$ cat src/ctlb_settings.svh
`ifndef CTLB_SETTINGS_SVH
`define CTLB_SETTINGS_SVH

// tlb geometry.
`define CTLB_WAYS     4
`define CTLB_SETS     64
`define CTLB_INDEX_W  6

// address and field widths.
`define CTLB_VADDR_W  48
`define CTLB_PAGE_W   12
`define CTLB_ASID_W   16
`define CTLB_PPN_W    28

// apb register offsets.
`define CTLB_REG_ASID 8'h00
`define CTLB_REG_CTRL 8'h04

`endif

$ cat src/ctlb_pkg.sv
`include "ctlb_settings.svh"

package ctlb_pkg;

  typedef logic [`CTLB_VADDR_W-1:0] vaddr_t;
  typedef logic [`CTLB_VADDR_W-`CTLB_PAGE_W-`CTLB_INDEX_W-1:0] tag_t;
  typedef logic [`CTLB_INDEX_W-1:0] index_t;
  typedef logic [`CTLB_ASID_W-1:0] asid_t;
  typedef logic [1:0] age_t; // 3 is most recent.

  // translation payload returned on a hit.
  typedef struct packed {
    logic [`CTLB_PPN_W-1:0] ppn;
    logic                   gbl; // matches in any address space.
    logic                   user;
    logic                   exec;
  } tlb_data_t;

  typedef struct packed {
    logic      valid;
    tag_t      tag;
    asid_t     asid;
    age_t      age;
    tlb_data_t data;
  } tlb_entry_t;

  typedef struct packed {
    logic        psel;
    logic        penable;
    logic        pwrite;
    logic [7:0]  paddr;
    logic [31:0] pwdata;
  } apb_req_t;

  typedef struct packed {
    logic [31:0] prdata;
    logic        pready;
    logic        pslverr;
  } apb_rsp_t;

endpackage

$ cat src/ctlb_init.sv
`timescale 1ns/10ps
`include "ctlb_settings.svh"

module ctlb_init (
  input  logic             clk,
  input  logic             rst,
  output logic             sweep_busy,
  output ctlb_pkg::index_t sweep_index
);
  import ctlb_pkg::*;

  always_ff @(posedge clk)
  begin
    if (rst)
    begin
      sweep_busy  <= 1'b1;
      sweep_index <= '0;
    end
    else if (sweep_busy)
    begin
      sweep_index <= sweep_index + 1'b1; // wraps to 0 at the end.
      if (sweep_index == index_t'(`CTLB_SETS-1))
      begin
        sweep_busy <= 1'b0;
      end
    end
  end

endmodule

$ cat config.mk
export PLATFORM = sky130hd
export DESIGN_NAME = ctlb_init
export DESIGN_NICKNAME = d
export VERILOG_FILES = /design/src/ctlb_pkg.sv /design/src/ctlb_init.sv
export VERILOG_INCLUDE_DIRS = /design/src /design/src/src
export SDC_FILE = /design/constraint.sdc
export NUM_CORES = 1
export LEC_CHECK = 0
export BUFFER_PORTS_ARGS = -buffer_cell sky130_fd_sc_hd__buf_2
export CORE_AREA = 10 10 47 49
export DETAILED_ROUTE_END_ITERATION = 12
export DIE_AREA = 0 0 57 59
export GPL_ROUTABILITY_DRIVEN = 0
export PLACE_DENSITY = 0.5
export SKIP_LAST_GASP = 1
export SLEW_MARGIN = 20
export SYNTH_ARGS = -nofsm -noshare
export SYNTH_HDL_FRONTEND = slang
export SYNTH_SLANG_ARGS = --single-unit
$ cat constraint.sdc
create_clock -name clk -period 3.2 [get_ports clk]
set_clock_uncertainty 0.2 [all_clocks]
set_input_delay 0.64 -clock clk [delete_from_list [all_inputs] [get_ports clk]]
set_output_delay 0.64 -clock clk [all_outputs]
set_load 0.01 [all_outputs]
==> summary.md <==
| Metric | Value |
|---|---|
| Final WL | 631 um |
| Register area share after synthesis | roughly half |
| Remaining Overflow, GRT | 0 |
| Hold Vio Cnt, Final | 0 |
| Initial core utilization | 20.4% |
| Post-CTS setup buffer count | 0 |
| Setup crit start | sweep_busy |
| FF-to-FF setup slack | 1.79 ns |
| Num CTS Buffers | 3 |
| Pwr per Cell Area | approximately 530 nW/um^2 |
| Commonest non-fill, non-tap cells in the layout | 8 x buf_2, 7 x dfxtp_1, 5 x nor2_1 |
| Final Net Count | 44 |
| Commonest non-fill, non-tap cell in the layout | buf_2 |
| RSZ-0062 raised after global routing | false |
| Total power | 0.190 mW |
| Final setup viols | 0 |
| Syn Std Cell Area | 287 sq um |
| Crit-path leading delay family | flip-flops |
| Clock buffer depth | 2 |
| Worst-Margin Slew | between 0.2 and 0.3 ns |
| CP max stage cell | dfxtp_1 |
| Reg2Reg Depth | 3 |
| Largest net degree at the start of global routing | 8 |
| LEAKAGE | 0.171 nW |
| Syn Inst Count | 29 |
| FF-to-FF Start | sweep_busy |
| Syn Nets | 32 |
| Critical-path cell list | buf_2 |
| Met3 wire len | 81 um |
| Layout cells sized above 1 | 30.0% |
| Cts hold-fix bufs | 0 |
| DIE WIDTH | 57 um |
| First-pass GRT wire length | 1040 um |
| Yosys warning count | 0 |
| FF/Latch Area | 140 sq um |
| Core ar. | 1400 sq um |
| CP startpoint kind | register |
| Chip Height | approximately 59 um |
| Worst setup EP type | output pin |
| DR vias | 239 |
| CTS tree | built |
| # port buffers | 8 |
| Post-DP HPWL | between 400 and 500 um |
| TritonRoute pass-1 iters | 3 |
| Antenna Nets Post-Route | 0 |
| Worst Setup EP | sweep_busy |
| Peak Freq | 574 MHz |
| Worst vdd ir | 0.0982 mV |
| Mean post-synth cell area | 9.88 sq um |
| Worst R2R End | sweep_index[5] |
| Pins Over Slew Limit | 0 |
| Final min period | 1.74 ns |
| Antenna diodes | 0 |
| Antenna violations before repair | 0 |
| Cell variety after synth | 15 |
| Multi-input logic area | 135 sq um |
| Area added between synthesis and finish | 26.2% |
| Worst hold path cell count | 2 |
| CP Buf/Inv Count | 1 |
| Clock Pin Slew Worst Setup and Hold Paths | 0.05 ns |
| Crit path arrival time | 0.90 ns |
| Max-cap violations | 0 |
| Slew HR | around 82% |
| Top Ports | 9 |
| Fillers | 169 |
| Uppermost layer routed | met4 |
| Tot GR Track Use | slightly above 4% |
| Resize count post-CTS | 0 |
| Period Utilization, post-route | between 50 and 60% |
| Vias per cell | 4.27 |
| CTS H-Tree Depth | 1 |
| Outcome | complete, no violations |
| Drt initial violations | 3 |
| DRC | 0 |
| Crit-path max FO | 7 |
| Die Area | ~3400 sq um |
| CP max stage delay | 0.46 ns |
| Met1 Wirelength | 239 um |
| Clk_lat worst skew | 0.25 ns |
| Root Driver | clkbuf_4 |
| Worst hold path class | reg -> reg |
| Levels on crit path | 1 |
| FP Rows | 14 |
| WL/cell | 11.3 um |
| Synthesis-stage register bit count | 7 |
| Vias in the first global route | 241 |
| Setup TNS | 0 ns |
| Clock sink count | 7 |
| Met2 Wirelength | 278 um |
| CP required | 2.36 ns |
| Crit Path Class | reg -> out |
layer usage:
layer | up-vias | track usage (%)
li1 | 119 | -
met1 | 106 | 3.22
met2 | 9 | 5.89
met3 | 5 | 3.00
met4 | 0 | 5.03
met5 | - | 0
state kept, by name, indices dropped and copies added (netlist names):
register	cells
sweep_busy	1
sweep_index	6
worst min path at each step:
stage	start	to
2_1_floorplan	sweep_index[5]	sweep_index[5]
4_1_cts	sweep_index[5]	sweep_index[5]
6_report	sweep_index[5]	sweep_index[5]
3_3_place_gp	sweep_index[5]	sweep_index[5]
3_5_place_dp	sweep_index[5]	sweep_index[5]
5_1_grt	sweep_index[5]	sweep_index[5]
per-stage QoR:
| stage | hold WS (ns) | utilization [%] | setup WS (ns) | area, sq um | cells |
|---|---|---|---|---|---|
| CTS | 0.324 | 25.8 | 1.44 | 362 | 56 |
| floorplan | 0.313 | - | 1.84 | 287 | 29 |
| detailed placement | 0.304 | 23.9 | 1.72 | 335 | 52 |
| finish | 0.313 | 25.8 | 1.46 | 362 | 56 |
| global placement | 0.294 | 23.9 | 1.74 | 335 | 52 |
| global route | 0.353 | 25.8 | 1.41 | 362 | 56 |
report_power, final:
| group | internal, mW | switching [mW] | total, mW |
|---|---|---|---|
| combinational | 0.00650 | 0.00717 | 0.0137 |
| clock | 0.0477 | 0.0341 | 0.0818 |
| sequential | 0.0906 | 0.00415 | 0.0947 |
cells in the mapped netlist, drive strengths merged:
cell type | instances | area share [%]
a21oi | 1 | 1.7
or3 | 1 | 2.2
xor2 | 3 | 9.2
nand3 | 1 | 1.7
nand4 | 2 | 6.6
ha | 1 | 4.4
o21ai | 2 | 3.5
xnor2 | 1 | 3.1
nand2b | 1 | 2.2
buf | 1 | 3.9
nand2 | 2 | 2.6
nor2 | 5 | 6.6
mux2i | 1 | 3.5
dfxtp | 7 | 49
cells by family after synthesis:
| kind of cell | count (synthesis) | share of synthesized area (%) |
|---|---|---|
| buf+inv | 1 | 3.93 |
| fa+ha+maj | 1 | 4.37 |
| compound gates | 3 | 5.24 |
| flops | 7 | 48.9 |
| mux | 1 | 3.49 |
| simple gates | 12 | 21.8 |
| xor+xnor | 4 | 12.2 |
area by class of cell:
| class | count | area share (%) |
|---|---|---|
| Clock buffer | 4 | 7.27 |
| Multi-Input combinational cell | 21 | 37.4 |
| Tap cell | 16 | 5.54 |
| Sequential cell | 7 | 38.8 |
| Timing Repair Buffer | 8 | 11.1 |
Power figures use the tool's default switching activity.
