==> src/ctlb_settings.svh <==
`ifndef CTLB_SETTINGS_SVH
`define CTLB_SETTINGS_SVH

// tlb geometry.
`define CTLB_WAYS     4
`define CTLB_SETS     64
`define CTLB_INDEX_W  6

// address and field widths.
`define CTLB_VADDR_W  48
`define CTLB_PAGE_W   12
`define CTLB_ASID_W   16
`define CTLB_PPN_W    28

// apb register offsets.
`define CTLB_REG_ASID 8'h00
`define CTLB_REG_CTRL 8'h04

`endif

==> src/ctlb_pkg.sv <==
`include "ctlb_settings.svh"

package ctlb_pkg;

  typedef logic [`CTLB_VADDR_W-1:0] vaddr_t;
  typedef logic [`CTLB_VADDR_W-`CTLB_PAGE_W-`CTLB_INDEX_W-1:0] tag_t;
  typedef logic [`CTLB_INDEX_W-1:0] index_t;
  typedef logic [`CTLB_ASID_W-1:0] asid_t;
  typedef logic [1:0] age_t; // 3 is most recent.

  // translation payload returned on a hit.
  typedef struct packed {
    logic [`CTLB_PPN_W-1:0] ppn;
    logic                   gbl; // matches in any address space.
    logic                   user;
    logic                   exec;
  } tlb_data_t;

  typedef struct packed {
    logic      valid;
    tag_t      tag;
    asid_t     asid;
    age_t      age;
    tlb_data_t data;
  } tlb_entry_t;

  typedef struct packed {
    logic        psel;
    logic        penable;
    logic        pwrite;
    logic [7:0]  paddr;
    logic [31:0] pwdata;
  } apb_req_t;

  typedef struct packed {
    logic [31:0] prdata;
    logic        pready;
    logic        pslverr;
  } apb_rsp_t;

endpackage

==> src/ctlb_lru.sv <==
`timescale 1ns/10ps
`include "ctlb_settings.svh"

module ctlb_lru (
  input  ctlb_pkg::age_t [`CTLB_WAYS-1:0] ages_in,
  input  logic [`CTLB_WAYS-1:0]           hit_way,
  input  logic                            fill_pending,
  output ctlb_pkg::age_t [`CTLB_WAYS-1:0] ages_out
);
  import ctlb_pkg::*;

  logic [`CTLB_WAYS-1:0] touched;
  age_t                  touched_age;
  logic [`CTLB_WAYS-1:0] in_seen;
  logic [`CTLB_WAYS-1:0] out_seen;

  always_comb
  begin
    touched_age = '0;
    for (int i = 0; i < `CTLB_WAYS; i++)
    begin
      touched[i] = fill_pending ? (ages_in[i] == '0) : hit_way[i]; // victim on fill.
      if (touched[i])
      begin
        touched_age = touched_age | ages_in[i];
      end
    end
    for (int i = 0; i < `CTLB_WAYS; i++)
    begin
      if (!(|touched))
      begin
        ages_out[i] = ages_in[i];
      end
      else if (touched[i])
      begin
        ages_out[i] = 2'd3;
      end
      else if (ages_in[i] > touched_age)
      begin
        ages_out[i] = ages_in[i] - 2'd1;
      end
      else
      begin
        ages_out[i] = ages_in[i];
      end
    end
  end

  always_comb
  begin
    in_seen  = '0;
    out_seen = '0;
    for (int i = 0; i < `CTLB_WAYS; i++)
    begin
      in_seen  = in_seen | (4'b0001 << ages_in[i]);
      out_seen = out_seen | (4'b0001 << ages_out[i]);
    end
  end

  // a set holding each age once keeps doing so.
  always_comb
  begin
    if (in_seen == '1)
    begin
      a_age_perm: assert final (out_seen == '1)
        else $error("ctlb_lru: set ages no longer a permutation");
    end
  end

endmodule

==> config.mk <==
export PLATFORM = sky130hd
export DESIGN_NAME = ctlb_lru
export DESIGN_NICKNAME = d
export VERILOG_FILES = /design/src/ctlb_pkg.sv /design/src/ctlb_lru.sv
export VERILOG_INCLUDE_DIRS = /design/src /design/src/src
export SDC_FILE = /design/constraint.sdc
export NUM_CORES = 1
export LEC_CHECK = 0
export ABC_AREA = 1
export ABC_CLOCK_PERIOD_IN_PS = 1500
export BUFFER_PORTS_ARGS = -buffer_cell sky130_fd_sc_hd__buf_2
export CAP_MARGIN = 30
export CORE_MARGIN = 1.5
export CORE_UTILIZATION = 45
export DETAILED_ROUTE_END_ITERATION = 6
export PLACE_DENSITY = 0.75
export SYNTH_ARGS = -nofsm -noshare
export SYNTH_HDL_FRONTEND = slang
export SYNTH_SLANG_ARGS = --single-unit
==> constraint.sdc <==
create_clock -name vclk -period 1.5
set_input_delay 0 -clock vclk [all_inputs]
set_output_delay 0 -clock vclk [all_outputs]
set_load 0.02 [all_outputs]
==> qor.csv, run 1 <==
metric;value;unit
cell taking the most area after synthesis;nand2_1;
top post-synthesis cells by area;nand2_1, ha_1, nand3_1;
Commonest cells post-synth;nand2_1, inv_1, nand3_1;
largest net degree at the start of global routing;10;
Stop stage;global routing (5_1_grt);
Die H;40.7;um
Synth Area per Inst;5.17;um^2
Synth Warn #;0;
Top Ports;21;
worst endpoint after global-route timing repair;ages_out[0];
sequential share of the synthesized area;0;
post-synth top area share;0.287;
error msg;[ERROR DPL-0038] Utilization greater than 100%, impossible to legalize;
status;aborted with a tool error;
Worst EP Category;primary output;
Post-Synthesis Cells;124;
hold_buf cts;0;
GP Congestion;0.725;
Syn Nets;149;
synthesized area;641;um^2
row cnt;13;
Die W;40.7;um
Yosys cell types;13;
Initial Util;0.486;
input/output buffers;21;
hpwl dp;1.56;mm
count leader, synth;nand2_1;
per-stage QoR:
stage,setup WS (ns),setup TNS (ns),std cells,cell area [um^2],utilization
after detailed placement,-0.355,-2.62,181,946,0.718
after global placement,-0.292,-2.28,181,946,0.718
after CTS,-0.197,-1.39,187,1170,0.890
after floorplan,0.0117,0,124,664,-
logic make-up after synthesis:
logic type,Yosys count,synth area share
compound gates,6,0.0547
fa+ha+maj,12,0.234
buf+inv,28,0.168
simple gates,78,0.543
repair_timing:
action / CTS
endpoints found under the setup margin: 8
gates resized for setup: 62
buffers inserted: 6
pin swaps: 20
==> inputs of run 2 (changes only) <==
ABC_CLOCK_PERIOD_IN_PS = 1950   (was 1500)
CORE_AREA = 2 2 63 65   (was unset)
CORE_MARGIN = unset   (was 1.5)
CORE_UTILIZATION = unset   (was 45)
DIE_AREA = 0 0 65 67   (was unset)
PLACE_DENSITY = unset   (was 0.75)
PLACE_DENSITY_LB_ADDON = 0.15   (was unset)
clock period = 1.95 ns   (was 1.5 ns; I/O delays follow)
==> run 2 against run 1 <==
Net effect:
- the flow now finishes without violations
- synthesized cell count unchanged
- synthesized area did not move
==> qor.csv, run 2 <==
metric;value;unit;change
sequential cell area;0;um^2;
Commonest cells post-synth;nand2_1, inv_1, nand3_1;;
minimum clock period;1.80;ns;
Critical Path Sink Type;primary output;;
commonest non-fill, non-tap cell in the layout;nand2_1;;
pwr dens;406;nW/um^2;
Initial Util;0.178;;-0.309
Critical path buffers and inverters;5;;
combinational share of power;1.000;;
Slew @ Worst Pin;0.299;ns;
final setup fails;0;;
Syn Nets;149;;unchanged
DR WL/cell;10.1;um;
post-synth top area share;0.287;;unchanged
max incr delay on CP;0.21;ns;
status;finished clean;;
Final period util;0.922;;
sequential share of the synthesized area;0;;unchanged
Post-Synthesis Cells;124;;unchanged
overall global routing resource usage;0.0945;;
CP Launch Type;primary input;;
Area growth syn-to-layout;65.2;%;
Detailed Routing Iterations Pass 1;4;;
Max FO, Critical Path;4;;
GR peak layer;met2;;
Antenna Violating Nets Remaining;0;;
FILL cells;421;;
Final Hold Fails;0;;
switch share;0.576;;
Core Region;3610;um^2;
drt total wl;2.09;mm;
internal power;0.000182;W;
Seq Cell Count;0;;
count leader, synth;nand2_1;;
crit path cell chain;buf_2 > inv_2 > ha_1 > inv_1 > nand2_2 > o21ai_4 > o22ai_2 > nor2_2 > buf_4 > ha_4 > nand2_1 > nand2_1 > nand2_1 > nand2_1 > nand3_1 > nand2_1 > nand2_1 > buf_2;;
Crit path max-delay family;simple AND/OR/NAND/NOR gates;;
hpwl dp;1.60;mm;+2.9%
met3 GRT Util;0.00169;;
top post-synthesis cells by area;nand2_1, ha_1, nand3_1;;
# diodes;0;;
GP Congestion;0.834;;+15%
fmax;0.556;GHz;
initial antenna violation count;0;;
Die Area;4360;um^2;
sequential fraction of design power;0;;
via count;896;;
cell taking the most area after synthesis;nand2_1;;
input/output buffers;21;;unchanged
grt met2 use;0.188;;
P_leak;0.597;nW;
most frequent cells in the layout;nand2_1, nand3_1, inv_1, buf_4, buf_2;;
switching pwr;0.000247;W;
Setup CP Type;in2out;;
Post-Layout Inst Area;1060;um^2;
Die W;65;um;+60%
layout cells sized above 1;0.419;;
Max-Cap Viols;0;;
fin nets;187;;
synthesized area;641;um^2;unchanged
CP required;1.95;ns;
dpl cell area;866;um^2;-8.5%
Via density;4.31;;
vias in the first global route;815;;
clock power share;0;;
drt initial violations;30;;
largest net degree at the start of global routing;10;;
final slew viol count;0;;
Max rail drop VDD;0.0000705;V;
Synth Area per Inst;5.17;um^2;unchanged
total global routing overflow;0;;
Worst Path Arrival;1.80;ns;
Rel. slew slack;0.800;;
Yosys cell types;13;;unchanged
Synth Warn #;0;;unchanged
Top Ports;21;;unchanged
CP max stage cell;ha_4;;
DRC viols;0;;
routing usage on met1;0.119;;
first-pass GRT wire length;3.38;mm;
Die H;67;um;+64%
Setup Total Neg Slack;0;ns;
CP most frequent cell;nand2_1;;
CLK BUF;0;;
row cnt;22;;+9
worst hold path type;in2out;;
==> run 2: cell counts after synthesis <==
No cell type changed its count.
==> run 2: per-layer routing <==
metal | vias to the layer above | routed length [um]
met5 | - | 0
met4 | 0 | 0
met3 | 0 | 96
met2 | 20 | 1090
met1 | 410 | 901
li1 | 466 | -
==> run 2: logic make-up (layout without fill, tap and decap cells) <==
kind of cell | after synthesis | in the layout | synth area share
AOI/OAI and AO/OA | 6 | 6 | 0.0547
adders and majority gates | 12 | 12 | 0.234
buffers and inverters | 28 | 64 | 0.168
and+or+nand+nor | 78 | 78 | 0.543
==> run 2: repair_timing <==
action / CTS / global route
resized for setup: 0 / 38
buffers inserted: 0 / 7
hold buffers: 0 / 0
setup endpoints to repair: 0 / 8
==> run 2: stage by stage <==
step / hold WS (ns) / utilization / power (W) / cells / setup slack (ns)
floorplan: 0.190 / - / 0.000230 / 124 / 0.408
global placement: 0.382 / 0.240 / 0.000336 / 201 / 0.00772
detailed placement: 0.401 / 0.240 / 0.000338 / 201 / 0.0138
CTS: 0.403 / 0.240 / 0.000340 / 201 / 0.00575
global route: 0.440 / 0.294 / 0.000488 / 208 / -0.00758
finish: 0.405 / 0.294 / 0.000429 / 208 / 0.153
==> run 2: cell type report <==
cell class | instances | area, um^2 | share of cell area
multi-input combinational | 96 | 647 | 0.611
timing repair buffer | 36 | 241 | 0.228
inverter | 28 | 110 | 0.104
tap | 48 | 60.1 | 0.0567
==> run 2: path summary, 6_finish.rpt <==
path | endpoint | slack (ns) | from | cells after the start
min | ages_out[0] | 0.40 | ages_in[0] | 4
max | ages_out[3] | 0.15 | ages_in[6] | 18
==> run 2: power groups by stage <==
| stage | logic, W | registers (W) | clock network [W] |
|---|---|---|---|
| floorplan | 0.000230 | 0 | 0 |
| global placement | 0.000336 | 0 | 0 |
| detailed placement | 0.000338 | 0 | 0 |
| CTS | 0.000340 | 0 | 0 |
| global route | 0.000488 | 0 | 0 |
| finish | 0.000429 | 0 | 0 |
Note: power is estimated with default switching activity, not from simulation.
==> inputs of run 3 (changes only) <==
BUFFER_PORTS_ARGS = unset   (was -buffer_cell sky130_fd_sc_hd__buf_2)
DONT_BUFFER_PORTS = 1   (was unset)
==> run 3 against run 2 <==
Net effect:
- flip-flop and latch count unchanged
- hold slack worse by 0.23 ns
- highest routed layer unchanged
- first-iteration DRC count grew 37%
- cell area decreased by 33%
- maximum frequency grew 5.2%
- routed wire length fell by 14%
- global-route usage is 0.75 points lower
- largest power group unchanged
==> qor.csv, run 3 (same netlist as run 2, synthesis figures left out) <==
metric;value;unit;change
P_leak;0.431;nW;-28%
Slew @ Worst Pin;0.402;ns;+0.103 ns
Critical path buffers and inverters;2;;-3
CP max stage cell;ha_1;;
Area growth syn-to-layout;11.3;%;
RSZ-0062 raised after global routing;false;;
CP required;1.95;ns;about the same
fmax;0.585;GHz;+5.2%
total global routing overflow;0;;unchanged
# diodes;0;;unchanged
Final period util;0.876;;-0.0454
FILL cells;440;;+4.5%
fin nets;151;;-19%
max incr delay on CP;0.30;ns;+0.09 ns
Die W;65;um;unchanged
Die H;67;um;unchanged
final slew viol count;0;;unchanged
Max-Cap Viols;0;;unchanged
hold_buf cts;0;;unchanged
Critical Path Sink Type;primary output;;
status;finished clean;;
Worst Path Arrival;1.71;ns;-0.09 ns
GP Congestion;0.790;;-5.3%
worst hold path type;in2out;;
layout cells sized above 1;0.0806;;-0.338
via count;737;;-18%
hpwl dp;1.53;mm;-4.5%
commonest non-fill, non-tap cell in the layout;nand2_1;;
CP Launch Type;primary input;;
most frequent cells in the layout;nand2_1, inv_1, nand3_1, ha_1;;
DR WL/cell;10.4;um;+3.4%
Max rail drop VDD;0.0000486;V;-31%
dpl cell area;701;um^2;-19%
Via density;4.28;;-0.53%
CLK BUF;0;;unchanged
CP most frequent cell;nand2_1;;
drt initial violations;41;;+37%
final setup fails;0;;unchanged
multi-input gate area in the final layout;546;um^2;-16%
Top Ports;21;;unchanged
Crit path max-delay family;simple AND/OR/NAND/NOR gates;;
crit path cell chain;inv_1 > ha_1 > nand2_1 > o21ai_1 > inv_1 > o21ai_1 > nor2_2 > ha_1 > nand2_1 > nand2_1 > nand2_1 > nand2_1 > nand3_1 > nand2_1 > nand2_1;;
first-pass GRT wire length;3.11;mm;-8.2%
Final Hold Fails;0;;unchanged
Core Region;3610;um^2;unchanged
Setup Total Neg Slack;0;ns;unchanged
Seq Cell Count;0;;unchanged
buffer count from post-CTS setup fixing;0;;unchanged
Die Area;4360;um^2;unchanged
DRC viols;0;;unchanged
overall global routing resource usage;0.0870;;-0.00746
initial antenna violation count;0;;unchanged
Initial Util;0.178;;unchanged
vias in the first global route;671;;-18%
minimum clock period;1.71;ns;-0.0885 ns
row cnt;22;;unchanged
Rel. slew slack;0.730;;-0.0701
Detailed Routing Iterations Pass 1;4;;unchanged
drt total wl;1.79;mm;-14%
pwr dens;388;nW/um^2;-4.3%
input/output buffers;0;;-100%
Setup CP Type;in2out;;
largest net degree at the start of global routing;10;;unchanged
Antenna Violating Nets Remaining;0;;unchanged
Max FO, Critical Path;4;;unchanged
Post-Layout Inst Area;713;um^2;-33%
sequential cell area;0;um^2;unchanged
## run 3: final timing paths
kind | cells after the start | end | startpoint
setup / recovery | 15 | ages_out[6] | ages_in[2]
hold / removal | 2 | ages_out[5] | ages_in[5]
## run 3: what timing repair did
item / in CTS / in global routing
endpoints found under the hold margin: 0 / 0
endpoints found under the setup margin: 0 / 8
gates resized for setup: 0 / 6
## run 3: metrics by stage
stage          cells  total power [W]  utilization  hold slack [ns]  setup WS [ns]
6_report         172         0.000277        0.198            0.177          0.242
5_1_grt          172         0.000324        0.198            0.197        0.00952
4_1_cts          172         0.000276        0.194            0.199          0.117
3_5_place_dp     172         0.000275        0.194            0.199          0.120
3_3_place_gp     172         0.000276        0.194            0.197         0.0543
2_1_floorplan    124         0.000230            -            0.190          0.408
## run 3: report_power, final
part           switching [W]  internal, W
clock                      0            0
combinational       0.000194    0.0000827
sequential                 0            0
## run 3: per-layer routing
| layer | part of all wire | track usage |
|---|---|---|
| met5 | 0 | 0 |
| met3 | 0.060 | 0.0135 |
| met2 | 0.45 | 0.148 |
| met1 | 0.49 | 0.122 |
| met4 | 0 | 0 |
## run 3: layout make-up
type / count / area share
well taps: 48 / 0.0842
multi-input cells: 96 / 0.765
inverters: 28 / 0.151
