[config.mk]
export PLATFORM = sky130hd
export DESIGN_NAME = ctlb_csr
export DESIGN_NICKNAME = d
export VERILOG_FILES = /design/src/ctlb_pkg.sv /design/src/ctlb_csr.sv
export VERILOG_INCLUDE_DIRS = /design/src /design/src/src
export SDC_FILE = /design/constraint.sdc
export NUM_CORES = 1
export LEC_CHECK = 0
export ABC_AREA = 1
export BUFFER_PORTS_ARGS = -buffer_cell sky130_fd_sc_hd__buf_2
export CELL_PAD_IN_SITES_DETAIL_PLACEMENT = 0
export CELL_PAD_IN_SITES_GLOBAL_PLACEMENT = 1
export CORE_MARGIN = 2
export CORE_UTILIZATION = 27
export CTS_BUF_LIST = sky130_fd_sc_hd__clkbuf_4 sky130_fd_sc_hd__clkbuf_8
export CTS_CLUSTER_DIAMETER = 80
export DETAILED_ROUTE_END_ITERATION = 10
export GPL_ROUTABILITY_DRIVEN = 0
export PLACE_DENSITY = 0.95
export SETUP_SLACK_MARGIN = 0.4
export SYNTH_ARGS = -nofsm -noshare
export SYNTH_HDL_FRONTEND = slang
export SYNTH_SLANG_ARGS = --single-unit
[constraint.sdc]
create_clock -name clk -period 1.4 [get_ports clk]
set_input_delay 0.07 -clock clk [delete_from_list [all_inputs] [get_ports clk]]
set_output_delay 0.07 -clock clk [all_outputs]
set_load 0.02 [all_outputs]
[src/ctlb_settings.svh]
`ifndef CTLB_SETTINGS_SVH
`define CTLB_SETTINGS_SVH

// tlb geometry.
`define CTLB_WAYS     4
`define CTLB_SETS     64
`define CTLB_INDEX_W  6

// address and field widths.
`define CTLB_VADDR_W  48
`define CTLB_PAGE_W   12
`define CTLB_ASID_W   16
`define CTLB_PPN_W    28

// apb register offsets.
`define CTLB_REG_ASID 8'h00
`define CTLB_REG_CTRL 8'h04

`endif

[src/ctlb_pkg.sv]
`include "ctlb_settings.svh"

package ctlb_pkg;

  typedef logic [`CTLB_VADDR_W-1:0] vaddr_t;
  typedef logic [`CTLB_VADDR_W-`CTLB_PAGE_W-`CTLB_INDEX_W-1:0] tag_t;
  typedef logic [`CTLB_INDEX_W-1:0] index_t;
  typedef logic [`CTLB_ASID_W-1:0] asid_t;
  typedef logic [1:0] age_t; // 3 is most recent.

  // translation payload returned on a hit.
  typedef struct packed {
    logic [`CTLB_PPN_W-1:0] ppn;
    logic                   gbl; // matches in any address space.
    logic                   user;
    logic                   exec;
  } tlb_data_t;

  typedef struct packed {
    logic      valid;
    tag_t      tag;
    asid_t     asid;
    age_t      age;
    tlb_data_t data;
  } tlb_entry_t;

  typedef struct packed {
    logic        psel;
    logic        penable;
    logic        pwrite;
    logic [7:0]  paddr;
    logic [31:0] pwdata;
  } apb_req_t;

  typedef struct packed {
    logic [31:0] prdata;
    logic        pready;
    logic        pslverr;
  } apb_rsp_t;

endpackage

[src/ctlb_csr.sv]
`timescale 1ns/10ps
`include "ctlb_settings.svh"

module ctlb_csr (
  input  logic               clk,
  input  logic               rst,
  input  ctlb_pkg::apb_req_t apb_req,
  output ctlb_pkg::apb_rsp_t apb_rsp,
  output ctlb_pkg::asid_t    cur_asid
);
  import ctlb_pkg::*;

  asid_t asid_q;
  logic  enable_q;
  logic  access;
  logic  sel_asid;
  logic  sel_ctrl;

  assign access   = apb_req.psel & apb_req.penable;
  assign sel_asid = (apb_req.paddr == `CTLB_REG_ASID);
  assign sel_ctrl = (apb_req.paddr == `CTLB_REG_CTRL);

  always_ff @(posedge clk)
  begin
    if (rst)
    begin
      asid_q   <= '0;
      enable_q <= 1'b0;
    end
    else if (access && apb_req.pwrite)
    begin
      if (sel_asid)
      begin
        asid_q <= apb_req.pwdata[`CTLB_ASID_W-1:0];
      end
      if (sel_ctrl)
      begin
        enable_q <= apb_req.pwdata[0];
      end
    end
  end

  always_comb
  begin
    apb_rsp.pready  = 1'b1; // no wait states.
    apb_rsp.pslverr = access & ~(sel_asid | sel_ctrl);
    apb_rsp.prdata  = '0;
    if (access && !apb_req.pwrite)
    begin
      if (sel_asid)
      begin
        apb_rsp.prdata = 32'(asid_q);
      end
      else if (sel_ctrl)
      begin
        apb_rsp.prdata = {31'd0, enable_q};
      end
    end
  end

  // translation off behaves as address space zero.
  assign cur_asid = enable_q ? asid_q : '0;

  a_apb_setup: assert property (@(posedge clk) disable iff (rst)
    $rose(apb_req.penable) |-> apb_req.psel && $past(apb_req.psel))
    else $error("ctlb_csr: penable without a setup phase");

endmodule

==> impl_results.html, run 1 <==
<table>
<tr><th>Metric</th><th>Value</th></tr>
<tr><th colspan="2">Status</th></tr>
<tr><td>Result of the run</td><td>finished clean</td></tr>
<tr><th colspan="2">Power</th></tr>
<tr><td>Clock network fraction of total power</td><td>a little over a third</td></tr>
<tr><td>Proportion of power drawn by combinational gates</td><td>17.4%</td></tr>
<tr><td>Share of power burned in registers</td><td>47.4%</td></tr>
<tr><td>Reported leakage power</td><td>0.00117 uW</td></tr>
<tr><td>Pwr/cell area</td><td>484 nW/um2</td></tr>
<tr><td>Worst voltage drop across the vdd grid</td><td>roughly 0.22 mV</td></tr>
<tr><td>Net switching fraction of the power</td><td>between 20% and 30%</td></tr>
<tr><td>Design Power</td><td>between 1000 and 1500 uW</td></tr>
<tr><td>Int Power</td><td>about 750 uW</td></tr>
<tr><td>Switching Power</td><td>~270 uW</td></tr>
<tr><th colspan="2">Route</th></tr>
<tr><td>Count of routing violations after the opening detailed-route iteration</td><td>45</td></tr>
<tr><td>Number of vias in the routed layout</td><td>1,382</td></tr>
<tr><td>Remaining antenna violation count after routing</td><td>0</td></tr>
<tr><td>Average wire per standard cell</td><td>between 9 and 10 um</td></tr>
<tr><td>DRT Pass-1 Iters</td><td>4</td></tr>
<tr><td>Post-detailed-route via-to-cell ratio</td><td>4.09</td></tr>
<tr><td>Final routed wirelength across all metal layers</td><td>between 3000 and 4000 um</td></tr>
<tr><td>DR DRC count</td><td>0</td></tr>
<tr><th colspan="2">Synthesis</th></tr>
<tr><td>Post-synthesis area per instance</td><td>5.84 um2</td></tr>
<tr><td>Sequential cell area fraction in the yosys report</td><td>28.2%</td></tr>
<tr><td>Post-synthesis instance area</td><td>between 1000 and 1500 um2</td></tr>
<tr><td>Area share of the largest cell type after synthesis</td><td>between 20 and 30%</td></tr>
<tr><td>Library cells used by synthesis</td><td>15</td></tr>
<tr><td>Post-synth top area cell</td><td>dfxtp_1</td></tr>
<tr><td>Top cells by area in the synthesized netlist</td><td>dfxtp_1 28%, nand2_1 15%, inv_1 11%</td></tr>
<tr><td>Synthesized flop and latch total</td><td>17</td></tr>
<tr><td>Synthesized instance count</td><td>about 210</td></tr>
<tr><td>Number of warnings reported in the yosys synthesis log</td><td>0</td></tr>
<tr><th colspan="2">Critical path</th></tr>
<tr><td>Critical Path Max Stage Delay</td><td>0.35 ns</td></tr>
<tr><td>Data arrival time of the critical path</td><td>1.05 ns</td></tr>
<tr><td>Start-to-end type of the worst setup path</td><td>register to primary output</td></tr>
<tr><td>Crit. End Element</td><td>primary output</td></tr>
<tr><td>Crit-path cells</td><td>buf_6, nand2_1, a21oi_2, buf_4</td></tr>
<tr><td>CP startpoint kind</td><td>register</td></tr>
<tr><td>Slowest stage cell, crit path</td><td>dfxtp_2</td></tr>
<tr><td>Data required, critical path</td><td>roughly 1.3 ns</td></tr>
<tr><td>Largest fanout on the critical path</td><td>5</td></tr>
<tr><th colspan="2">Timing</th></tr>
<tr><td>Final period utilization</td><td>between 80 and 90%</td></tr>
<tr><td>Clock Skew</td><td>0 ns</td></tr>
<tr><td>Final Hold Fails</td><td>0</td></tr>
<tr><td>Sum of negative setup slack</td><td>0 ns</td></tr>
<tr><td>Worst path setup slack after routing</td><td>~0.28 ns</td></tr>
<tr><td>FMAX</td><td>just under 900 MHz</td></tr>
<tr><td>Setup repair after global routing missed its margin</td><td>yes</td></tr>
<tr><td>Minimum clock period after layout</td><td>~1.1 ns</td></tr>
<tr><td>Number of pins exceeding their max-slew limit in the final report</td><td>0</td></tr>
<tr><td>Setup Viol. Count Final</td><td>0</td></tr>
<tr><th colspan="2">Clocking</th></tr>
<tr><td>H-Tree Depth</td><td>1</td></tr>
<tr><td>Total clock buffers created by CTS</td><td>3</td></tr>
<tr><td>Root cell of the clock tree</td><td>clkbuf_8</td></tr>
<tr><td>Clk slew on worst S/H paths</td><td>0.07 ns</td></tr>
<tr><td>Total clock sinks</td><td>17</td></tr>
<tr><td>Number of buffers on the longest clock path</td><td>2</td></tr>
<tr><td>Clock tree from TritonCTS</td><td>built</td></tr>
<tr><td>Total of hold buffers inserted after clock tree synthesis</td><td>0</td></tr>
<tr><td>Clock latency on the worst-skew pair</td><td>roughly 0.25 ns</td></tr>
<tr><th colspan="2">Place</th></tr>
<tr><td>Buffers on Ports</td><td>61</td></tr>
<tr><td>Placed cell areas</td><td>roughly 1600 um2</td></tr>
<tr><td>Half-perimeter wire length of the detailed placement result</td><td>about 2200 um</td></tr>
<tr><td>Post-Place Setup Slack</td><td>roughly 0.23 ns</td></tr>
<tr><th colspan="2">GRT</th></tr>
<tr><td>Global router's overall resource usage</td><td>between 10% and 20%</td></tr>
<tr><td>Antenna violations before repair</td><td>0</td></tr>
<tr><td>GRT Residual Overflow</td><td>0</td></tr>
<tr><td>Vias in the first global route</td><td>1,260</td></tr>
<tr><td>Maximum number of pins on one net before global-route repair</td><td>35</td></tr>
<tr><td>Global-route wire length before repair</td><td>between 5000 and 6000 um</td></tr>
<tr><th colspan="2">Finish</th></tr>
<tr><td>N_diodes</td><td>0</td></tr>
<tr><td>Sequential Area</td><td>between 300 and 400 um2</td></tr>
<tr><td>Area occupied by multi-input gates</td><td>about 700 um2</td></tr>
<tr><td>Fill cell total of the finished layout</td><td>around 440</td></tr>
<tr><td>Net count of the finished layout</td><td>about 330</td></tr>
<tr><td>Fraction of final layout cells sized beyond drive strength 1</td><td>between 40 and 50%</td></tr>
<tr><td>Layout Area Growth over Synthesis</td><td>74.6%</td></tr>
<tr><td>Fin area</td><td>about 2100 um2</td></tr>
<tr><th colspan="2">Worst hold path</th></tr>
<tr><td>Min-delay worst type</td><td>primary input to register</td></tr>
<tr><th colspan="2">Die</th></tr>
<tr><td>Top Ports</td><td>between 90 and 100</td></tr>
<tr><td>Initial Util</td><td>approximately 28%</td></tr>
<tr><td>Die Y-Extent</td><td>approximately 71 um</td></tr>
<tr><td>Number of placement rows</td><td>24</td></tr>
<tr><td>Die W</td><td>about 70 um</td></tr>
<tr><td>Die Area</td><td>approximately 5000 um2</td></tr>
<tr><td>Core area</td><td>between 4000 and 5000 um2</td></tr>
<tr><th colspan="2">Run</th></tr>
<tr><td>Number of violations of the max-capacitance limit</td><td>0</td></tr>
</table>
-- cells in the final DEF (no fill, tap or decap), types with 5 or more instances in the layout --
master	instances
nor2_4	5
nand2_1	35
buf_6	27
nand3_1	16
conb_1	17
inv_1	30
buf_2	32
buf_4	22
nand2_2	11
inv_2	5
nor2_2	9
a21oi_1	17
dfxtp_1	16
nor2_1	20
-- critical path, delay by kind of cell (launching register included) --
family / cells / cell delay (ns)
AOI/OAI and AO/OA: 1 / 0.12
buffers and inverters: 2 / 0.27
DFF: 1 / 0.35
and+or+nand+nor: 1 / 0.06
-- flip-flops by register name, summed over array words and instances (netlist names) --
name and count:
asid_q 16, enable_q 1
-- Yosys cell counts --
cell       n
clkbuf_1   2
nand3_1   17
buf_2      7
nor3_1     1
nor2_1    32
buf_6      2
nor2_2     2
buf_4     17
inv_1     35
and3_1     7
conb_1     2
clkinv_1   1
a21oi_1   18
dfxtp_1   17
nand2_1   47
-- logic make-up after synthesis --
group                  share of synthesized area (%)
AOI/OAI and AO/OA                               7.45
and+or+nand+nor                                 36.6
DFF                                             28.2
other                                          0.621
buffers and inverters                           27.1
-- power by group through the flow --
stage	Sequential, uW	Clock (uW)	Combinational (uW)
after global routing	484	395	198
final	484	359	178
after floorplan	495	0	131
after CTS	484	374	166
after detailed placement	495	0	150
after global placement	495	0	150
-- stage by stage --
step           utilization (%)  cells  hold slack [ns]
2_1_floorplan                -    222            0.289
3_3_place_gp              36.2    314            0.380
3_5_place_dp              36.2    314            0.393
4_1_cts                   45.3    332            0.133
5_1_grt                   48.8    338            0.148
6_report                  48.8    338            0.131
-- layer usage --
| metal | up-vias | routed length, um | part of all wire, % | global-route usage, % |
|---|---|---|---|---|
| li1 | 741 | - | - | - |
| met2 | 49 | 1750 | 52 | 22.9 |
| met4 | 0 | 28 | 0.83 | 4.82 |
| met1 | 588 | 1410 | 42 | 16.2 |
| met5 | - | 0 | 0 | 0 |
| met3 | 4 | 182 | 5.4 | 2.14 |
-- final cells by class --
cell class | count | share of cell area, %
Timing Repair Buffer | 88 | 38.0
Sequential cell | 17 | 16.2
Clock inverter | 1 | 0.237
Tap cell | 52 | 3.08
Clock buffer | 3 | 1.96
Multi-Input combinational cell | 141 | 34.1
Inverter | 36 | 6.40
-- timing repair --
| item | CTS | global route |
|---|---|---|
| gates resized for setup | 55 | 29 |
| pin swaps | 11 | 9 |
| setup buffers | 10 | 6 |
| cloned | 4 | 0 |
| endpoints found under the setup margin | 33 | 48 |
| hold endpoints to repair | 0 | 0 |
-- path summary, 6_finish.rpt --
path | endpoint | cells past startpoint | slack [ns] | from
max | apb_rsp[2] | 4 | 0.28 | enable_q
min | asid_q[3] | 5 | 0.13 | apb_req[3]
max reg2reg | enable_q | 3 | 0.63 | enable_q
min reg2reg | asid_q[6] | 2 | 0.50 | asid_q[6]
No activity file was read; power rests on OpenSTA's default activity.
==> run 2, diff against run 1 <==
CORE_UTILIZATION = 25   (was 27)
PLACE_DENSITY = 0.93   (was 0.95)
clock period = 1.1 ns   (was 1.4 ns; I/O delays follow)
==> impl_results.html, run 2 (synthesis results as in run 1) <==
<table>
<tr><th>Metric</th><th>Value</th></tr>
<tr><th colspan="2">Status</th></tr>
<tr><td>Result of the run</td><td>finished clean</td></tr>
<tr><th colspan="2">Clocking</th></tr>
<tr><td>Root cell of the clock tree</td><td>clkbuf_8</td></tr>
<tr><td>Clock latency on the worst-skew pair</td><td>0.25 ns (about the same)</td></tr>
<tr><td>Clk slew on worst S/H paths</td><td>0.07 ns (about the same)</td></tr>
<tr><td>Clock tree from TritonCTS</td><td>built</td></tr>
<tr><td>H-Tree Depth</td><td>1 (unchanged)</td></tr>
<tr><td>Total of hold buffers inserted after clock tree synthesis</td><td>0 (unchanged)</td></tr>
<tr><td>Number of buffers on the longest clock path</td><td>2 (unchanged)</td></tr>
<tr><td>Total clock buffers created by CTS</td><td>3 (unchanged)</td></tr>
<tr><td>Total clock sinks</td><td>17 (unchanged)</td></tr>
<tr><th colspan="2">GRT</th></tr>
<tr><td>Antenna violations before repair</td><td>0 (unchanged)</td></tr>
<tr><td>GRT Residual Overflow</td><td>0 (unchanged)</td></tr>
<tr><td>Global-route wire length before repair</td><td>6160 um (+13%)</td></tr>
<tr><td>Vias in the first global route</td><td>1,390 (+10%)</td></tr>
<tr><td>Maximum number of pins on one net before global-route repair</td><td>35 (unchanged)</td></tr>
<tr><td>Global router's overall resource usage</td><td>14.3% (+1.2 points)</td></tr>
<tr><th colspan="2">Critical path</th></tr>
<tr><td>CP Depth</td><td>8 (+4)</td></tr>
<tr><td>R2R setup slack</td><td>0.39 ns (-0.24 ns)</td></tr>
<tr><td>Worst R2R End</td><td>asid_q[12]</td></tr>
<tr><td>Start-to-end type of the worst setup path</td><td>primary input to primary output</td></tr>
<tr><td>Crit. End Element</td><td>primary output</td></tr>
<tr><td>Dominant delay contributor by cell family on the critical path</td><td>simple AND/OR/NAND/NOR gates</td></tr>
<tr><td>Cell repeated most along the worst path</td><td>buf_6</td></tr>
<tr><td>Crit-path cells</td><td>buf_6, nor2_4, nand2_2, nor2_4, buf_6, clkbuf_16, and3_4, buf_6</td></tr>
<tr><td>Data required, critical path</td><td>1.04 ns (-0.29 ns)</td></tr>
<tr><td>Endpoint of the worst setup timing path</td><td>apb_rsp[8]</td></tr>
<tr><td>Count of buffer and inverter cells on the critical path</td><td>4 (+2)</td></tr>
<tr><td>Worst reg2reg path startpoint</td><td>asid_q[12]</td></tr>
<tr><td>CP startpoint kind</td><td>primary input</td></tr>
<tr><td>Cell depth of the worst flop-to-flop path</td><td>2 (-1)</td></tr>
<tr><td>Largest fanout on the critical path</td><td>4 (-1)</td></tr>
<tr><td>Critical Path Max Stage Delay</td><td>0.18 ns (-0.17 ns)</td></tr>
<tr><td>Slowest stage cell, crit path</td><td>nor2_4</td></tr>
<tr><td>Worst Setup SP</td><td>apb_req[36]</td></tr>
<tr><td>Data arrival time of the critical path</td><td>1.04 ns (about the same)</td></tr>
<tr><th colspan="2">Finish</th></tr>
<tr><td>Top library cells by usage in the layout, fill and taps aside</td><td>51 x buf_6, 22 x buf_2, 18 x inv_1, 17 x nor2_1, 17 x conb_1</td></tr>
<tr><td>Most common cell after layout, fill and taps aside</td><td>buf_6</td></tr>
<tr><td>Share of the core filled with cells in the final layout</td><td>55.4% (+6.6 points)</td></tr>
<tr><td>Flip-flop count of the largest register after layout</td><td>16 (unchanged)</td></tr>
<tr><td>Register containing the most flip-flops in the final layout</td><td>asid_q</td></tr>
<tr><td>Final Non-Filler Cells</td><td>342 (+1.2%)</td></tr>
<tr><td>Fill cell total of the finished layout</td><td>403 (-7.8%)</td></tr>
<tr><td>Area occupied by multi-input gates</td><td>1000 um2 (+39%)</td></tr>
<tr><td>Net count of the finished layout</td><td>334 (+0.60%)</td></tr>
<tr><td>N_diodes</td><td>0 (unchanged)</td></tr>
<tr><td>Layout Area Growth over Synthesis</td><td>115%</td></tr>
<tr><td>Fraction of final layout cells sized beyond drive strength 1</td><td>64.2% (+18 points)</td></tr>
<tr><td>Largest registers ranked by flip-flop count</td><td>asid_q (16), enable_q (1)</td></tr>
<tr><td>Sequential Area</td><td>345 um2 (+1.1%)</td></tr>
<tr><th colspan="2">Power</th></tr>
<tr><td>Pwr/cell area</td><td>525 nW/um2 (+8.6%)</td></tr>
<tr><td>Design Power</td><td>1370 uW (+34%)</td></tr>
<tr><td>Reported leakage power</td><td>0.00144 uW (+23%)</td></tr>
<tr><td>Worst voltage drop across the vdd grid</td><td>0.295 mV (+35%)</td></tr>
<tr><th colspan="2">Timing</th></tr>
<tr><td>FMAX</td><td>~910 MHz</td></tr>
<tr><td>Setup Viol. Count Final</td><td>0 (unchanged)</td></tr>
<tr><td>Minimum clock period after layout</td><td>around 1.1 ns</td></tr>
<tr><td>Remaining max-slew budget at the tightest pin</td><td>between 60% and 70%</td></tr>
<tr><td>Clock Skew</td><td>0 ns (unchanged)</td></tr>
<tr><td>Final Hold Fails</td><td>0 (unchanged)</td></tr>
<tr><td>Final period utilization</td><td>~100%</td></tr>
<tr><td>Setup repair after global routing missed its margin</td><td>yes</td></tr>
<tr><td>Slew @ Worst Pin</td><td>0.512 ns</td></tr>
<tr><td>Number of pins exceeding their max-slew limit in the final report</td><td>0 (unchanged)</td></tr>
<tr><th colspan="2">Run</th></tr>
<tr><td>Number of violations of the max-capacitance limit</td><td>0 (unchanged)</td></tr>
<tr><th colspan="2">Place</th></tr>
<tr><td>Buffers on Ports</td><td>61 (unchanged)</td></tr>
<tr><td>Half-perimeter wire length of the detailed placement result</td><td>2270 um (+5.2%)</td></tr>
<tr><td>Dpl cells</td><td>319 (+1.6%)</td></tr>
<tr><th colspan="2">Die</th></tr>
<tr><td>Top Ports</td><td>95 (unchanged)</td></tr>
<tr><td>Die Y-Extent</td><td>73.5 um (+3.7%)</td></tr>
<tr><td>Core area</td><td>4690 um2 (+8.5%)</td></tr>
<tr><td>Die Area</td><td>5410 um2 (+7.5%)</td></tr>
<tr><td>Die W</td><td>73.5 um (+3.7%)</td></tr>
<tr><td>Initial Util</td><td>25.8% (-2.2 points)</td></tr>
<tr><td>Number of placement rows</td><td>25 (+4.2%)</td></tr>
<tr><th colspan="2">Worst hold path</th></tr>
<tr><td>Cell depth of the worst min-delay path</td><td>5 (unchanged)</td></tr>
<tr><td>Min-delay worst type</td><td>primary input to register</td></tr>
<tr><th colspan="2">Route</th></tr>
<tr><td>DRT Pass-1 Iters</td><td>4 (unchanged)</td></tr>
<tr><td>Average wire per standard cell</td><td>11.1 um (+11%)</td></tr>
<tr><td>Number of vias in the routed layout</td><td>1,456 (+5.4%)</td></tr>
<tr><td>Post-detailed-route via-to-cell ratio</td><td>4.26 (+4.1%)</td></tr>
<tr><td>Final routed wirelength across all metal layers</td><td>3790 um (+12%)</td></tr>
<tr><td>DR DRC count</td><td>0 (unchanged)</td></tr>
<tr><td>Count of routing violations after the opening detailed-route iteration</td><td>34 (-24%)</td></tr>
<tr><td>Remaining antenna violation count after routing</td><td>0 (unchanged)</td></tr>
</table>
-- run 2: cell count changes in the layout (fill, tap and decap cells not counted), moves of 11 or more --
cell,change
nand2_1,-20
buf_6,+24
buf_4,-17
inv_2,+11
inv_1,-12
nand2_4,+15
-- run 2: what timing repair did --
action,4_1_cts,5_1_grt
gates resized for setup,109,62
pin swaps,24,19
endpoints found under the setup margin,50,50
gates cloned,5,1
buffers inserted,11,2
-- run 2: per-stage QoR --
stage	setup slack [ns]	instance area (um2)	hold slack (ns)	setup TNS [ns]
finish	0.00182	2600	0.111	0
global placement	-0.0306	1710	0.371	-0.195
detailed placement	-0.0321	1710	0.374	-0.314
floorplan	0.200	1430	0.274	0
global route	-0.0413	2600	0.145	-0.462
CTS	0.00788	2330	0.119	0
-- run 2: how the worst min path moves through the flow --
stage | end | slack (ns) | startpoint
floorplan | asid_q[15] | 0.27 | apb_req[15]
global placement | asid_q[11] | 0.37 | apb_req[11]
detailed placement | asid_q[9] | 0.37 | apb_req[9]
CTS | asid_q[3] | 0.12 | apb_req[3]
global route | asid_q[15] | 0.15 | apb_req[15]
finish | asid_q[1] | 0.11 | apb_req[1]
-- run 2: cell type report --
type,count,share of cell area [%]
Multi-Input combinational cell,141,38.5
Timing Repair Buffer,90,38.5
Sequential cell,17,13.3
Inverter,36,5.29
Tap cell,54,2.60
Clock buffer,4,1.88
-- run 2: worst register-to-register path, cell delays in order, from the launching register on --
cell and delay (ns):
dfxtp_1 0.37, a21oi_1 0.17, nor2_2 0.06
-- run 2: report_power, final --
part	total (uW)	leakage, uW	internal, uW	switching, uW
sequential	614	0.000138	613	0.615
clock	491	0.0000262	281	210
combinational	261	0.00127	97.4	164
-- run 2: routing by layer --
metal	track usage, %	vias to the layer above	wire, um
met1	16.6	650	1430
li1	-	754	-
met4	5.25	0	32
met3	2.47	2	206
met5	0	-	0
met2	26.1	50	2120
==> run 3, diff against run 2 <==
CORE_UTILIZATION = 22   (was 25)
PLACE_DENSITY = 0.88   (was 0.93)
clock period = 0.9 ns   (was 1.1 ns; I/O delays follow)
==> impl_results.html, run 3 (synthesis results as in run 1) <==
<table>
<tr><th>Metric</th><th>Value</th></tr>
<tr><th colspan="2">Power</th></tr>
<tr><td>Design Power</td><td>1680 uW (+23%)</td></tr>
<tr><td>Reported leakage power</td><td>0.00141 uW (-1.7%)</td></tr>
<tr><td>Worst voltage drop across the vdd grid</td><td>0.467 mV (+58%)</td></tr>
<tr><td>Pwr/cell area</td><td>651 nW/um2 (+24%)</td></tr>
<tr><th colspan="2">GRT</th></tr>
<tr><td>Antenna violations before repair</td><td>0 (unchanged)</td></tr>
<tr><td>GRT Residual Overflow</td><td>0 (unchanged)</td></tr>
<tr><td>Global-route wire length before repair</td><td>6840 um (+11%)</td></tr>
<tr><td>Vias in the first global route</td><td>1,439 (+3.5%)</td></tr>
<tr><td>Global router's overall resource usage</td><td>14.0% (-0.33 points)</td></tr>
<tr><td>Maximum number of pins on one net before global-route repair</td><td>19 (-46%)</td></tr>
<tr><th colspan="2">Critical path</th></tr>
<tr><td>Slowest stage cell, crit path</td><td>nor2_4</td></tr>
<tr><td>Data required, critical path</td><td>0.85 ns (-0.19 ns)</td></tr>
<tr><td>Start-to-end type of the worst setup path</td><td>primary input to primary output</td></tr>
<tr><td>CP startpoint kind</td><td>primary input</td></tr>
<tr><td>Data arrival time of the critical path</td><td>1.03 ns (about the same)</td></tr>
<tr><td>Crit. End Element</td><td>primary output</td></tr>
<tr><td>Largest fanout on the critical path</td><td>8 (+4)</td></tr>
<tr><td>Crit-path cells</td><td>buf_6, nor2_4, nand2_2, nor2_4, buf_6, buf_8, and3_4, buf_6</td></tr>
<tr><td>Count of buffer and inverter cells on the critical path</td><td>4 (unchanged)</td></tr>
<tr><td>Critical Path Max Stage Delay</td><td>0.18 ns (about the same)</td></tr>
<tr><td>Cell repeated most along the worst path</td><td>buf_6</td></tr>
<tr><td>Dominant delay contributor by cell family on the critical path</td><td>simple AND/OR/NAND/NOR gates</td></tr>
<tr><th colspan="2">Clocking</th></tr>
<tr><td>Total clock sinks</td><td>17 (unchanged)</td></tr>
<tr><td>Total of hold buffers inserted after clock tree synthesis</td><td>0 (unchanged)</td></tr>
<tr><td>Clock tree from TritonCTS</td><td>built</td></tr>
<tr><td>Root cell of the clock tree</td><td>clkbuf_8</td></tr>
<tr><td>Total clock buffers created by CTS</td><td>3 (unchanged)</td></tr>
<tr><td>H-Tree Depth</td><td>1 (unchanged)</td></tr>
<tr><td>Clk slew on worst S/H paths</td><td>0.07 ns (about the same)</td></tr>
<tr><td>Number of buffers on the longest clock path</td><td>2 (unchanged)</td></tr>
<tr><td>Clock latency on the worst-skew pair</td><td>0.25 ns (about the same)</td></tr>
<tr><th colspan="2">Die</th></tr>
<tr><td>Core area</td><td>5200 um2 (+11%)</td></tr>
<tr><td>Number of placement rows</td><td>26 (+4.0%)</td></tr>
<tr><td>Die W</td><td>78.1 um (+6.2%)</td></tr>
<tr><td>Initial Util</td><td>23.2% (-2.5 points)</td></tr>
<tr><td>Die Area</td><td>6100 um2 (+13%)</td></tr>
<tr><td>Top Ports</td><td>95 (unchanged)</td></tr>
<tr><td>Die Y-Extent</td><td>78.1 um (+6.2%)</td></tr>
<tr><th colspan="2">Run</th></tr>
<tr><td>Number of violations of the max-capacitance limit</td><td>0 (unchanged)</td></tr>
<tr><th colspan="2">Timing</th></tr>
<tr><td>Minimum clock period after layout</td><td>~1.1 ns</td></tr>
<tr><td>Setup repair after global routing missed its margin</td><td>yes</td></tr>
<tr><td>FMAX</td><td>927 MHz</td></tr>
<tr><td>Setup Viol. Count Final</td><td>47 (+47)</td></tr>
<tr><td>Number of pins exceeding their max-slew limit in the final report</td><td>0 (unchanged)</td></tr>
<tr><td>Clock Skew</td><td>0 ns (unchanged)</td></tr>
<tr><td>Final Hold Fails</td><td>0 (unchanged)</td></tr>
<tr><td>Final period utilization</td><td>120%</td></tr>
<tr><td>Worst path setup slack after routing</td><td>-0.178 ns (-0.180 ns)</td></tr>
<tr><th colspan="2">Finish</th></tr>
<tr><td>Register containing the most flip-flops in the final layout</td><td>asid_q</td></tr>
<tr><td>Area occupied by multi-input gates</td><td>1000 um2 (+0.12%)</td></tr>
<tr><td>Fill cell total of the finished layout</td><td>497 (+23%)</td></tr>
<tr><td>Top library cells by usage in the layout, fill and taps aside</td><td>48 x buf_6, 21 x buf_2, 18 x inv_1, 18 x nor2_1</td></tr>
<tr><td>Largest registers ranked by flip-flop count</td><td>asid_q (16), enable_q (1)</td></tr>
<tr><td>N_diodes</td><td>0 (unchanged)</td></tr>
<tr><td>Sequential Area</td><td>352 um2 (+1.8%)</td></tr>
<tr><td>Net count of the finished layout</td><td>335 (+0.30%)</td></tr>
<tr><td>Most common cell after layout, fill and taps aside</td><td>buf_6</td></tr>
<tr><td>Fraction of final layout cells sized beyond drive strength 1</td><td>66.1% (+1.9 points)</td></tr>
<tr><td>Flip-flop count of the largest register after layout</td><td>16 (unchanged)</td></tr>
<tr><td>Share of the core filled with cells in the final layout</td><td>49.6% (-5.8 points)</td></tr>
<tr><td>Final Non-Filler Cells</td><td>359 (+5.0%)</td></tr>
<tr><td>Layout Area Growth over Synthesis</td><td>114%</td></tr>
<tr><th colspan="2">Place</th></tr>
<tr><td>Half-perimeter wire length of the detailed placement result</td><td>2480 um (+9.3%)</td></tr>
<tr><td>Dpl cells</td><td>337 (+5.6%)</td></tr>
<tr><td>Buffers on Ports</td><td>61 (unchanged)</td></tr>
<tr><th colspan="2">Route</th></tr>
<tr><td>Final routed wirelength across all metal layers</td><td>4260 um (+12%)</td></tr>
<tr><td>Remaining antenna violation count after routing</td><td>0 (unchanged)</td></tr>
<tr><td>Count of routing violations after the opening detailed-route iteration</td><td>42 (+24%)</td></tr>
<tr><td>Average wire per standard cell</td><td>11.9 um (+7.1%)</td></tr>
<tr><td>DRT Pass-1 Iters</td><td>4 (unchanged)</td></tr>
<tr><td>Number of vias in the routed layout</td><td>1,500 (+3.0%)</td></tr>
<tr><td>DR DRC count</td><td>0 (unchanged)</td></tr>
<tr><td>Post-detailed-route via-to-cell ratio</td><td>4.18 (-1.9%)</td></tr>
<tr><th colspan="2">Status</th></tr>
<tr><td>Result of the run</td><td>finished with violations</td></tr>
<tr><td>Failing checks</td><td>negative setup slack</td></tr>
<tr><th colspan="2">Worst hold path</th></tr>
<tr><td>Min-delay worst type</td><td>primary input to register</td></tr>
</table>
[run 3: power by group]
part	switching, uW	internal [uW]	total (uW)	leakage, uW
Combinational	212	138	350	0.00125
Clock	274	307	581	0.0000255
Sequential	0.746	749	750	0.000141
[run 3: worst reg2reg max path: stages (launching register included)]
cell     delay [ns]
dfxtp_4        0.38
a21oi_1        0.11
nor2_1         0.05
[run 3: metrics by stage]
step / hold slack [ns] / setup TNS [ns] / worst slack [ns] / instance area (um2)
finish: 0.0966 / -5.65 / -0.178 / 2580
global route: 0.111 / -8.72 / -0.238 / 2580
CTS: 0.0887 / -4.45 / -0.156 / 2430
detailed placement: 0.366 / -4.57 / -0.216 / 1760
global placement: 0.362 / -3.98 / -0.197 / 1760
floorplan: 0.264 / 0 / 0.0195 / 1440
[run 3: repair_timing]
item	4_1_cts	5_1_grt
cloned	3	0
setup buffers	12	3
resized for setup	133	29
pin swaps	13	10
setup endpoints to repair	50	50
[run 3: metal layers]
layer | vias to the layer above | global-route usage, % | share of wire [%]
met2 | 54 | 26.8 | 57
met3 | 2 | 1.49 | 5.7
met5 | - | 0 | 0
li1 | 753 | - | -
met1 | 691 | 16.0 | 36
met4 | 0 | 4.56 | 0.75
[run 3: worst paths after layout]
| check | depth (start not counted) | end | from | slack [ns] |
|---|---|---|---|---|
| worst max-delay path | 8 | apb_rsp[8] | apb_req[38] | -0.18 |
| worst min register to register | 2 | asid_q[9] | asid_q[9] | 0.52 |
| worst min-delay path | 5 | asid_q[10] | apb_req[10] | 0.1 |
| worst max register to register | 2 | enable_q | enable_q | 0.25 |
[run 3: cell type report]
| cell class | count | share of cell area, % |
|---|---|---|
| multi-input combinational | 141 | 38.8 |
| tap | 70 | 3.39 |
| inverter | 36 | 5.23 |
| clock inverter | 1 | 0.194 |
| timing repair buffer | 91 | 37.2 |
| sequential | 17 | 13.6 |
| clock buffer | 3 | 1.60 |
